<file path="src/rtl/mic_meter_consts.svh">
`ifndef MIC_METER_CONSTS_SVH
`define MIC_METER_CONSTS_SVH

// width of one microphone sample in bits.
`define MIC_SAMPLE_W   24

// clk cycles per half period of the serial clock.
`define MIC_SCK_HALF   4

// serial clock periods per I2S frame, half of them per channel.
`define MIC_FRAME_BITS 64

// clk cycles that each display digit stays active.
`define SEG_SCAN_DIV   16

// number of LEDs in the bar graph.
`define LED_BAR_W      10

// bit index of the magnitude below which no LED lights.
`define LED_BAR_BASE   13

`endif

</file>
<file path="src/rtl/mic_meter_pkg.sv">
`include "mic_meter_consts.svh"

package mic_meter_pkg;

    typedef logic signed [`MIC_SAMPLE_W - 1:0] sample_t;
    typedef logic        [`MIC_SAMPLE_W - 1:0] magnitude_t;

    // segment pattern, bit 7 is segment a and bit 0 is the decimal point.
    typedef logic [7:0]              seg_t;
    typedef logic [5:0]              digit_sel_t;
    typedef logic [`LED_BAR_W - 1:0] led_bar_t;

    typedef struct packed
    {
        logic    valid;
        sample_t sample;
    } sample_beat_t;

    typedef struct packed
    {
        magnitude_t peak;
        magnitude_t live;
    } meter_view_t;

    typedef enum logic [1:0]
    {
        wait_left,
        skip_bit,
        shift_data,
        wait_frame_end
    } rx_state_t;

endpackage

</file>
<file path="src/rtl/board_specific_top.sv">
`timescale 1ns/10ps

module board_specific_top
(
    input  logic       clk,
    input  logic       arst_n,
    input  logic [3:0] key,
    input  logic [9:0] sw,
    output logic [9:0] ledr,
    output logic [6:0] hex0,
    output logic [6:0] hex1,
    output logic [6:0] hex2,
    output logic [6:0] hex3,
    output logic [6:0] hex4,
    output logic [6:0] hex5,
    input  logic       mic_sd,
    output logic       mic_sck,
    output logic       mic_ws,
    output logic       mic_lr
);

    import mic_meter_pkg::*;

    seg_t       abcdefgh;
    seg_t       hgfedcba;
    digit_sel_t digit;
    led_bar_t   led;
    logic [6:0] hex_gated [$bits(digit_sel_t)];

    // keys on the board read low when pressed.
    mic_meter_top i_top
    (
        .clk      (   clk      ),
        .arst_n   (   arst_n   ),
        .key      ( ~ key      ),
        .sw       (   sw       ),
        .mic_sd   (   mic_sd   ),
        .mic_sck  (   mic_sck  ),
        .mic_ws   (   mic_ws   ),
        .led      (   led      ),
        .abcdefgh (   abcdefgh ),
        .digit    (   digit    )
    );

    assign ledr = led;

    // the display pins run from segment a at bit 0 up to the dot at bit 7.
    for (genvar i = 0; i < $bits(seg_t); i++)
    begin : rev
        assign hgfedcba[i] = abcdefgh[$left(abcdefgh) - i];
    end

    // the segments are active low, and an idle digit stays dark.
    for (genvar n = 0; n < $bits(digit_sel_t); n++)
    begin : gate
        assign hex_gated[n] = digit[n] ? ~ hgfedcba[6:0] : '1;
    end

    assign hex0 = hex_gated[0];
    assign hex1 = hex_gated[1];
    assign hex2 = hex_gated[2];
    assign hex3 = hex_gated[3];
    assign hex4 = hex_gated[4];
    assign hex5 = hex_gated[5];

    // a low L/R pin puts the microphone on the left channel.
    assign mic_lr = 1'b0;

endmodule

</file>
<file path="src/rtl/i2s_mic_receiver.sv">
`timescale 1ns/10ps
`include "mic_meter_consts.svh"

module i2s_mic_receiver
(
    input  logic                        clk,
    input  logic                        arst_n,
    input  logic                        sd,
    output logic                        sck,
    output logic                        ws,
    output mic_meter_pkg::sample_beat_t beat
);

    import mic_meter_pkg::*;

    localparam int div_w  = $clog2(`MIC_SCK_HALF + 1);
    localparam int bit_w  = $clog2(`MIC_FRAME_BITS);
    localparam int data_w = $clog2(`MIC_SAMPLE_W);

    logic [div_w - 1:0]  div_cnt;
    logic                sck_tick;
    logic                sck_rise;
    logic                sck_fall;
    logic [bit_w - 1:0]  bit_cnt;
    logic [bit_w - 1:0]  bit_cnt_next;
    logic [data_w - 1:0] data_cnt;
    logic                valid_q;
    sample_t             shift_reg;
    rx_state_t           state;

    assign sck_tick     = (div_cnt == div_w'(`MIC_SCK_HALF - 1));
    assign sck_rise     = sck_tick && !sck;
    assign sck_fall     = sck_tick && sck;
    assign bit_cnt_next = bit_cnt + 1'b1;

    always_ff @(posedge clk or negedge arst_n)
        if (!arst_n)
        begin
            div_cnt <= '0;
            sck     <= 1'b0;
        end
        else if (sck_tick)
        begin
            div_cnt <= '0;
            sck     <= !sck;
        end
        else
        begin
            div_cnt <= div_cnt + 1'b1;
        end

    // the bit counter starts on the last bit of a frame, so the first
    // falling edge of sck opens a new frame and pulls ws low.
    always_ff @(posedge clk or negedge arst_n)
        if (!arst_n)
        begin
            bit_cnt <= '1;
            ws      <= 1'b1;
        end
        else if (sck_fall)
        begin
            bit_cnt <= bit_cnt_next;
            ws      <= (bit_cnt_next >= bit_w'(`MIC_FRAME_BITS / 2));
        end

    always_ff @(posedge clk or negedge arst_n)
        if (!arst_n)
        begin
            state    <= wait_left;
            data_cnt <= '0;
            valid_q  <= 1'b0;
        end
        else
        begin
            valid_q <= 1'b0;

            case (state)
                wait_left:
                    if (sck_fall && bit_cnt == '1)
                        state <= skip_bit;

                // I2S puts the MSB one sck period after ws changes.
                skip_bit:
                    if (sck_rise)
                    begin
                        state    <= shift_data;
                        data_cnt <= '0;
                    end

                shift_data:
                    if (sck_rise)
                    begin
                        data_cnt <= data_cnt + 1'b1;

                        if (data_cnt == data_w'(`MIC_SAMPLE_W - 1))
                        begin
                            state   <= wait_frame_end;
                            valid_q <= 1'b1;
                        end
                    end

                wait_frame_end:
                    if (ws)
                        state <= wait_left;

                default:
                    state <= wait_left;
            endcase
        end

    always_ff @(posedge clk)
        if (state == shift_data && sck_rise)
            shift_reg <= {shift_reg[`MIC_SAMPLE_W - 2:0], sd};

    // the shift register holds still until the next frame, so it serves as the sample.
    assign beat = '{valid: valid_q, sample: shift_reg};

endmodule

</file>
<file path="src/rtl/mic_meter_top.sv">
`timescale 1ns/10ps

module mic_meter_top
(
    input  logic                      clk,
    input  logic                      arst_n,
    input  logic [3:0]                key,
    input  logic [9:0]                sw,
    input  logic                      mic_sd,
    output logic                      mic_sck,
    output logic                      mic_ws,
    output mic_meter_pkg::led_bar_t   led,
    output mic_meter_pkg::seg_t       abcdefgh,
    output mic_meter_pkg::digit_sel_t digit
);

    import mic_meter_pkg::*;

    sample_beat_t beat;
    meter_view_t  view;
    magnitude_t   shown;

    i2s_mic_receiver i_receiver
    (
        .clk    ( clk     ),
        .arst_n ( arst_n  ),
        .sd     ( mic_sd  ),
        .sck    ( mic_sck ),
        .ws     ( mic_ws  ),
        .beat   ( beat    )
    );

    peak_meter i_meter
    (
        .clk     ( clk    ),
        .arst_n  ( arst_n ),
        .clear   ( key[0] ),
        .beat    ( beat   ),
        .view    ( view   ),
        .led_bar ( led    )
    );

    // switch 0 up shows the latest magnitude, down shows the held peak.
    assign shown = sw[0] ? view.live : view.peak;

    seven_seg_scan i_scan
    (
        .clk      ( clk      ),
        .arst_n   ( arst_n   ),
        .value    ( shown    ),
        .abcdefgh ( abcdefgh ),
        .digit    ( digit    )
    );

endmodule

</file>
<file path="src/rtl/peak_meter.sv">
`timescale 1ns/10ps
`include "mic_meter_consts.svh"

module peak_meter
(
    input  logic                        clk,
    input  logic                        arst_n,
    input  logic                        clear,
    input  mic_meter_pkg::sample_beat_t beat,
    output mic_meter_pkg::meter_view_t  view,
    output mic_meter_pkg::led_bar_t     led_bar
);

    import mic_meter_pkg::*;

    logic [1:0] clear_sync;
    magnitude_t mag;
    magnitude_t peak_q;
    magnitude_t live_q;

    // LED i lights when the leading one sits above LED_BAR_BASE + i.
    function automatic led_bar_t thermometer(input magnitude_t m);
        led_bar_t bar;

        for (int i = 0; i < `LED_BAR_W; i++)
            bar[i] = ((m >> (`LED_BAR_BASE + 1 + i)) != '0);

        return bar;
    endfunction

    // negating -2^23 wraps back to 0x800000, which read unsigned is the right magnitude.
    assign mag = beat.sample[`MIC_SAMPLE_W - 1] ? magnitude_t'(-beat.sample)
                                               : magnitude_t'(beat.sample);

    // the key is not related to clk, so it passes two flops first.
    always_ff @(posedge clk or negedge arst_n)
        if (!arst_n)
            clear_sync <= '0;
        else
            clear_sync <= {clear_sync[0], clear};

    always_ff @(posedge clk or negedge arst_n)
        if (!arst_n)
        begin
            live_q  <= '0;
            led_bar <= '0;
        end
        else if (beat.valid)
        begin
            live_q  <= mag;
            led_bar <= thermometer(mag);
        end

    always_ff @(posedge clk or negedge arst_n)
        if (!arst_n)
            peak_q <= '0;
        else if (clear_sync[1])
            peak_q <= '0;
        else if (beat.valid && mag > peak_q)
            peak_q <= mag;

    assign view = '{peak: peak_q, live: live_q};

endmodule

</file>
<file path="src/rtl/seven_seg_scan.sv">
`timescale 1ns/10ps
`include "mic_meter_consts.svh"

module seven_seg_scan
(
    input  logic                      clk,
    input  logic                      arst_n,
    input  mic_meter_pkg::magnitude_t value,
    output mic_meter_pkg::seg_t       abcdefgh,
    output mic_meter_pkg::digit_sel_t digit
);

    import mic_meter_pkg::*;

    localparam int scan_w = $clog2(`SEG_SCAN_DIV);

    logic [scan_w - 1:0] scan_cnt;
    logic [3:0]          nibble;

    // no digit is active right after reset; digit 0 starts on the next cycle.
    always_ff @(posedge clk or negedge arst_n)
        if (!arst_n)
        begin
            digit    <= '0;
            scan_cnt <= '0;
        end
        else if (digit == '0)
        begin
            digit    <= digit_sel_t'(1);
            scan_cnt <= '0;
        end
        else if (scan_cnt == scan_w'(`SEG_SCAN_DIV - 1))
        begin
            digit    <= {digit[$left(digit) - 1:0], digit[$left(digit)]};
            scan_cnt <= '0;
        end
        else
        begin
            scan_cnt <= scan_cnt + 1'b1;
        end

    always_comb
    begin
        nibble = '0;

        for (int k = 0; k < $bits(digit_sel_t); k++)
            if (digit[k])
                nibble = value[4 * k +: 4];
    end

    always_comb
        case (nibble)
            4'h0: abcdefgh = 8'b1111_1100;
            4'h1: abcdefgh = 8'b0110_0000;
            4'h2: abcdefgh = 8'b1101_1010;
            4'h3: abcdefgh = 8'b1111_0010;
            4'h4: abcdefgh = 8'b0110_0110;
            4'h5: abcdefgh = 8'b1011_0110;
            4'h6: abcdefgh = 8'b1011_1110;
            4'h7: abcdefgh = 8'b1110_0000;
            4'h8: abcdefgh = 8'b1111_1110;
            4'h9: abcdefgh = 8'b1111_0110;
            4'ha: abcdefgh = 8'b1110_1110;
            4'hb: abcdefgh = 8'b0011_1110;
            4'hc: abcdefgh = 8'b1001_1100;
            4'hd: abcdefgh = 8'b0111_1010;
            4'he: abcdefgh = 8'b1001_1110;
            4'hf: abcdefgh = 8'b1000_1110;
            default: abcdefgh = 8'b0000_0010;
        endcase

endmodule

</file>
<file path="config.mk">
export PLATFORM = sky130hd
export DESIGN_NAME = board_specific_top
export DESIGN_NICKNAME = d
export VERILOG_FILES = /design/src/rtl/mic_meter_pkg.sv /design/src/rtl/board_specific_top.sv /design/src/rtl/i2s_mic_receiver.sv /design/src/rtl/mic_meter_top.sv /design/src/rtl/peak_meter.sv /design/src/rtl/seven_seg_scan.sv
export VERILOG_INCLUDE_DIRS = /design/src /design/src/rtl
export SDC_FILE = /design/constraint.sdc
export NUM_CORES = 1
export LEC_CHECK = 0
export BUFFER_PORTS_ARGS = -buffer_cell sky130_fd_sc_hd__buf_2
export CORE_MARGIN = 4
export CORE_UTILIZATION = 41
export DETAILED_ROUTE_END_ITERATION = 10
export GPL_ROUTABILITY_DRIVEN = 0
export GPL_TIMING_DRIVEN = 0
export RECOVER_POWER = 100
export REMOVE_ABC_BUFFERS = 1
export SLEW_MARGIN = 20
export SYNTH_ARGS = -nofsm -noshare
export SYNTH_HDL_FRONTEND = slang
export SYNTH_SLANG_ARGS = --single-unit
export TNS_END_PERCENT = 5
</file>
<file path="constraint.sdc">
create_clock -name clk -period 5.81 [get_ports clk]
set_clock_uncertainty 0.05 [all_clocks]
set_input_delay 0.581 -clock clk [delete_from_list [all_inputs] [get_ports clk]]
set_output_delay 0.581 -clock clk [all_outputs]
set_load 0.03 [all_outputs]
</file>
# Word-level counts from Yosys, hierarchy flattened
# Memory sizes are Yosys's and may differ from the RTL's.
# Index checks and enable logic that the tools add are counted.
[word_totals] wordCells=91 memories=1 in_bits=17 register_bits=113 rom_bits=112 out_inout_bits=55
[op_classes] n_bitwise=2 magnitude_cmp=2 n_eq_ne=12 add_sub_neg=5 n_mux=33 n_reduce_logical=22
[memory_table] name="(name not given)" words=16 word_bits=7 read_ports=1 rd_clocked_by_memory_dff=0 wr=0 line="seven_seg_scan.sv:52" text="case (nibble)"
[op_table] op="24-bit nonzero test" n=9
[op_table] op="24-bit 2-to-1 mux" n=4
[op_table] op="7-bit 2-to-1 mux" n=6
[op_table] op="4-bit 2-to-1 mux" n=8
[op_table] op="24-bit greater-than comparator" n=1
[op_table] op="24-bit negator" n=1
[op_table] op="6-bit 2-to-1 mux" n=2
[op_table] op="2-bit 2-to-1 mux" n=5
[op_table] op="5-bit 2-to-1 mux" n=2
[op_table] op="2-bit inequality test, second input constant" n=5
[op_table] op="5-bit one-hot mux with 2 select lines" n=1
[op_table] op="2-bit one-hot mux with 4 select lines" n=1
[op_table] op="7-bit NOT" n=1
[op_table] op="6-bit by 1-bit adder with 6-bit output, second input constant" n=1
[op_table] op="6-bit equality test, second input constant" n=1
[op_table] op="6-bit greater-or-equal comparator, second input constant" n=1
[op_table] op="6-bit logical NOT" n=1
[op_table] op="2-bit nonzero test" n=3
[op_table] op="5-bit by 1-bit adder with 5-bit output, second input constant" n=1
[op_table] op="5-bit equality test, second input constant" n=1
[op_table] op="1-bit logical AND" n=5
[op_table] op="5-bit AND reduction" n=1
[op_table] op="4-bit by 1-bit adder with 4-bit output, second input constant" n=1
[op_table] op="2-bit equality test, second input constant" n=2
[op_table] op="10 further kinds" n=12

# Logic depth before layout (Yosys ltp)
# An unclocked memory read counts as a cell.
[logic_depth] word_depth=10 ltp_mapped=17 mapped_depth_nobuf=15

# By module
# Synthesis repeated with hierarchy kept, for this count alone.
[hier_totals] hier_cells=666 hier_area_um2=6686.4
[by_module_without_submodules] mod="peak_meter" n_inst=1 area_each_um2=3575.9 seq_area_each_um2=1476.4 cells_per_inst=388
[by_module_without_submodules] mod="i2s_mic_receiver" n_inst=1 area_each_um2=1635.3 seq_area_each_um2=1178.6 cells_per_inst=106
[by_module_without_submodules] mod="seven_seg_scan" n_inst=1 area_each_um2=894.6 seq_area_each_um2=250.2 cells_per_inst=97
[by_module_without_submodules] mod="mic_meter_top" n_inst=1 area_each_um2=396.6 seq_area_each_um2=0.0 cells_per_inst=27
[by_module_without_submodules] mod="board_specific_top" n_inst=1 area_each_um2=183.9 seq_area_each_um2=0.0 cells_per_inst=48

# Worst setup path after synthesis
# OpenSTA, ideal clock, no wires.
[synth_timing] path_type="register to register" from="reg i_top.i_receiver.shift_reg[1]" to="reg i_top.i_meter.peak_q[10]" setup_slack_ps=1370 required_ps=5666 n_path_buf=3 setup_ps=94 arrival_ps=4296 synth_period_minus_slack_ps=4440 path_stages_with_launch=16 path_cell_list="edfxtp_1 or4_4 or4b_4 buf_6 o41ai_1 xor2_1 inv_1 ha_1 nand4_1 nor4_1 o311a_1 o311a_1 clkbuf_1 clkbuf_1 nor2_1 a211oi_1"
[synth_via] elab_chain_len=5 word_cells_on_any_way=7 cone_classes="add/sub: 1; order compare: 1; mux: 3; reduce/logical: 2"
[synth_rtl] element="from (decl)" line="i2s_mic_receiver.sv:28" text="sample_t shift_reg;"
[synth_rtl] element="from (signal assigned)" line="i2s_mic_receiver.sv:113" text="shift_reg <= {shift_reg[`MIC_SAMPLE_W - 2:0], sd};"
[synth_rtl] element="24-bit negator" line="peak_meter.sv:32" text="assign mag = beat.sample[`MIC_SAMPLE_W - 1] ? magnitude_t'(-beat.sample)"
[synth_rtl] element="24-bit 2-to-1 mux" line="peak_meter.sv:32"
[synth_rtl] element="via i_top.i_meter.mag[21]" line="peak_meter.sv:17" text="magnitude_t mag;"
[synth_rtl] element="24-bit greater-than comparator" line="peak_meter.sv:59" text="else if (beat.valid && mag > peak_q)"
[synth_rtl] element="1-bit logical AND" line="peak_meter.sv:59"
[synth_rtl] element="2-bit nonzero test (no line)"
[synth_rtl] element="to (signal assigned)" line="peak_meter.sv:60" text="peak_q <= mag;"
[synth_rtl] element="to (decl)" line="peak_meter.sv:18" text="magnitude_t peak_q;"
# The timed path passes the listed nets, and every way through them passes these cells. The select of a mux whose other input is x is not followed.
# A chain may end at the register's enable or synchronous reset.

# Final worst setup path
[layout_timing] from="reg i_top.i_receiver.shift_reg[0]" to="reg i_top.i_meter.peak_q[22]"
# Same word-level chain as after synthesis.

==> qor.csv <==
stage,metric,value,unit
setup_path,worst path cell trace,inv_1 -> ha_1 -> nor4b_1 -> nand4b_1 -> o41ai_1 -> xor2_1 -> inv_1 -> ha_1 -> nand4_1 -> nor4_1 -> o311a_1 -> o311a_2 -> buf_16 -> mux2i_1 -> nor2_1,
cts,CTS tree,built,
synthesis,Synth Area in Adders,0.07908,
grt,largest net degree at the start of global routing,49,
timing,Final Cycle Share,0.8980,
synthesis,sequential share of the synthesized area,0.4591,
place,worst slack at placement,567.8,ps
grt,global-route wire length before repair,22.97,mm
floorplanning,IO Pins,72,
pwr,clock power share,0.425,
finish,Final Core Density,0.4557,
pwr,Seq pwr share,0.561,
timing,final hold violation count,0,
timing,Worst-Margin Slew,2553,ps
route,routed vias/inst,5.286,
synthesis,post-synth top area share,0.3203,
route,DRC viols,0,
cts,CTS Buf Count,9,
timing,final setup vio count,0,
cts,"CTS clk-pin slew, worst paths",80,ps
finish,Ant. Diodes,0,
timing,worst setup margin,592.9,ps
synthesis,Post-synth ARST share,0.7838,
route,WL per Instance,15.31,um
synthesis,Post-Synthesis Cell Area,0.006329,sq mm
grt,number of global-route vias before repair,4586,
timing,setup TNS,0,ps
cts,clk_lat worst skew,360,ps
finish,post-route cell area,0.006902,sq mm
synthesis,largest cells by area after synthesis,"dfrtp_1, edfxtp_1, ha_1",
synthesis,Mapped Cells,653,
setup_path,crit end category,flop,
synthesis,"area leader, netlist",dfrtp_1,
status,failing checks,"capacitance limit, slew limit",
synthesis,Post-Synth XOR/XNOR Area,0.04547,
pwr,internal power,1.098,mW
place,Port Buffers,58,
floorplanning,die area,0.01749,sq mm
floorplanning,Initial Utilization,0.4178,
cts,clk root buf,clkbuf_16,
job,Max-Cap Viols,3,
timing,Slew Limit Fails,120,
floorplanning,Die X,132.2,um
cts,H-tree depth,3,
route,First-pass DRT Iterations,4,
floorplanning,DIE HEIGHT,132.2,um
synthesis,Compound-Gate Fraction of Synth Area,0.1394,
worst_hold_path,HP Class,in -> reg,
finish,"most common cell after layout, fill and taps aside",nand2_1,
synthesis,most common flop cell mapped by yosys,dfrtp_1,
setup_path,Crit-path slowest cell,nor4b_1,
floorplanning,core area,0.01515,sq mm
status,outcome,"finished, violations left",
setup_path,CP peak stage delay,650,ps
setup_path,Worst EP arrival,5370,ps
finish,most frequent cells in the layout,"nand2_1, dfrtp_1, nor2_1, inv_1, clkbuf_1",
synthesis,mux share of post-synthesis cell area,0.06327,
cts,CTS Buffer Depth,2,
cts,buffer count from post-CTS setup fixing,0,
synthesis,Avg Synthesized Cell Area,9.692,sq um
finish,fin cells,886,
setup_path,WP data required,5960,ps
pwr,Switching Fraction,0.2271,
place,"Cell Area, Placed",0.006780,sq mm
pwr,Power Density,205.8,mW/mm^2
timing,RSZ-0062 raised after global routing,no,
timing,Tmin final,5217,ps
finish,Fill cells,1484,
cts,clk sink count,111,
setup_path,Setup CP Type,reg -> reg,
floorplanning,Rows,45,
finish,Layout Nets,750,
cts,# resized after CTS,0,
place,DP Cell Count,870,
route,vias after detailed routing,4683,
synthesis,synthesized flop and latch total,111,
setup_path,Max Fanout on Critical Path,27,
pwr,NetSw,0.3226,mW
pwr,VDD IR-drop max,0.1298,mV
synthesis,number of synthesized flops with an enable pin,24,
route,Detail Route Antenna Nets,0,
synthesis,"Distinct cells, synth",66,
synthesis,Post-Synth Simple-Gate Area,0.1501,
grt,GRT overflow,0,
finish,share of cells above drive strength 1,0.07307,
grt,Total GRT Usage,0.1587,
synthesis,Yosys warnings,0,
timing,headroom to the max-slew limit,-0.7017,
synthesis,main combinational cell family by area after synthesis,simple AND/OR/NAND/NOR gates,
pwr,Final Power,1.420,mW
setup_path,crit path launch type,flop,
timing,Max Freq,191.7,MHz
cts,CTS Hold Bufs,0,
route,Total Wirelength,13.57,mm
timing,final hold slack,309.2,ps
finish,area grow syn2layout,9.055,%
route,DRT iter0 DRCs,207,
place,hpwl dp,9.891,mm
grt,antenna violations before repair,0,
pwr,P_leak,2.902,nW
pwr,Comb pwr share,0.014,
==> synth_stat cells (2+ instances only) <==
library cell and instances:
a21o_1 4, clkbuf_1 22, nor2_1 71, nand4b_1 2
a31oi_1 6, and2_1 2, or4_1 3, nand2b_1 4
o31ai_1 4, a21oi_1 40, ha_1 40, dfrtp_1 81
mux2i_1 22, nand2_1 82, or3_1 3, o311a_1 2
buf_6 3, buf_4 2, o211ai_1 3, xor2_1 22
nor2b_1 7, nand4_1 5, a211oi_1 21, xnor2_1 9
mux2_2 14, o41ai_1 6, o22a_1 3, dfstp_2 6
nand3_1 11, o21ai_0 24, edfxtp_1 24, buf_2 4
nor3_1 5, inv_1 58, nor4_1 3, a22oi_1 5
==> cell families (layout without fill, tap and decap cells) <==
group,after synthesis,in the layout
other,1,1
flip-flops,111,111
AND/OR/NAND/NOR,208,208
multiplexers,37,37
adder cells (fa/ha/maj),40,40
buffers and inverters,93,138
AO/OA/AOI/OAI,131,131
XOR/XNOR,32,32
==> final timing paths <==
path	to	start	depth (start not counted)	slack, ps
worst max-delay path	i_top.i_meter.peak_q[22]$_DFFE_PN0P_	i_top.i_receiver.shift_reg[0]$_DFFE_PP_	15	590
max in group asynchronous	i_top.i_receiver.div_cnt[2]$_DFF_PN0_	arst_n	2	1650
worst min register to register	i_top.i_meter.clear_sync[1]$_DFF_PN0_	i_top.i_meter.clear_sync[0]$_DFF_PN0_	0	320
worst max register to register	i_top.i_meter.peak_q[22]$_DFFE_PN0P_	i_top.i_receiver.shift_reg[0]$_DFFE_PP_	15	590
worst min-delay path	i_top.i_meter.clear_sync[0]$_DFF_PN0_	key[0]	2	310
min in group asynchronous	i_top.i_meter.peak_q[18]$_DFFE_PN0P_	arst_n	1	790
==> power groups by stage <==
| stage | combinational, mW | sequential [mW] | clock (mW) |
|---|---|---|---|
| after detailed placement | 0.0238 | 0.812 | 0 |
| final | 0.0203 | 0.796 | 0.603 |
| after global routing | 0.0239 | 0.797 | 0.661 |
| after floorplan | 0.00333 | 0.811 | 0 |
| after global placement | 0.0206 | 0.812 | 0 |
| after CTS | 0.0239 | 0.796 | 0.624 |
==> metal layers <==
| metal | part of all wire | vias to the layer above | wire length (um) | global-route usage |
|---|---|---|---|---|
| met4 | 0.016 | 0 | 223 | 0.05889 |
| met1 | 0.48 | 2250 | 6444 | 0.2133 |
| met3 | 0.041 | 15 | 557 | 0.02634 |
| li1 | - | 2331 | - | - |
| met5 | 0 | - | 0 | 0 |
| met2 | 0.47 | 87 | 6341 | 0.2594 |
==> cell type report <==
class | count | area, sq um | share of cell area
Clock buffer | 9 | 225.2 | 0.03263
Clock inverter | 7 | 67.56 | 0.009790
Inverter | 60 | 225.2 | 0.03263
Multi-Input combinational cell | 449 | 2979 | 0.4317
Sequential cell | 111 | 2905 | 0.4210
Tap cell | 188 | 235.2 | 0.03408
Timing Repair Buffer | 62 | 264.0 | 0.03825
==> worst max-delay path: cells and delay by family, from the launching register on <==
| family | cells | cell delay (ps) |
|---|---|---|
| compound gates | 3 | 1160 |
| xor+xnor | 1 | 500 |
| fa+ha+maj | 2 | 480 |
| buf+inv | 3 | 450 |
| flops | 1 | 470 |
| mux | 1 | 200 |
| simple gates | 5 | 1740 |
No activity file was read; power rests on OpenSTA's default activity.
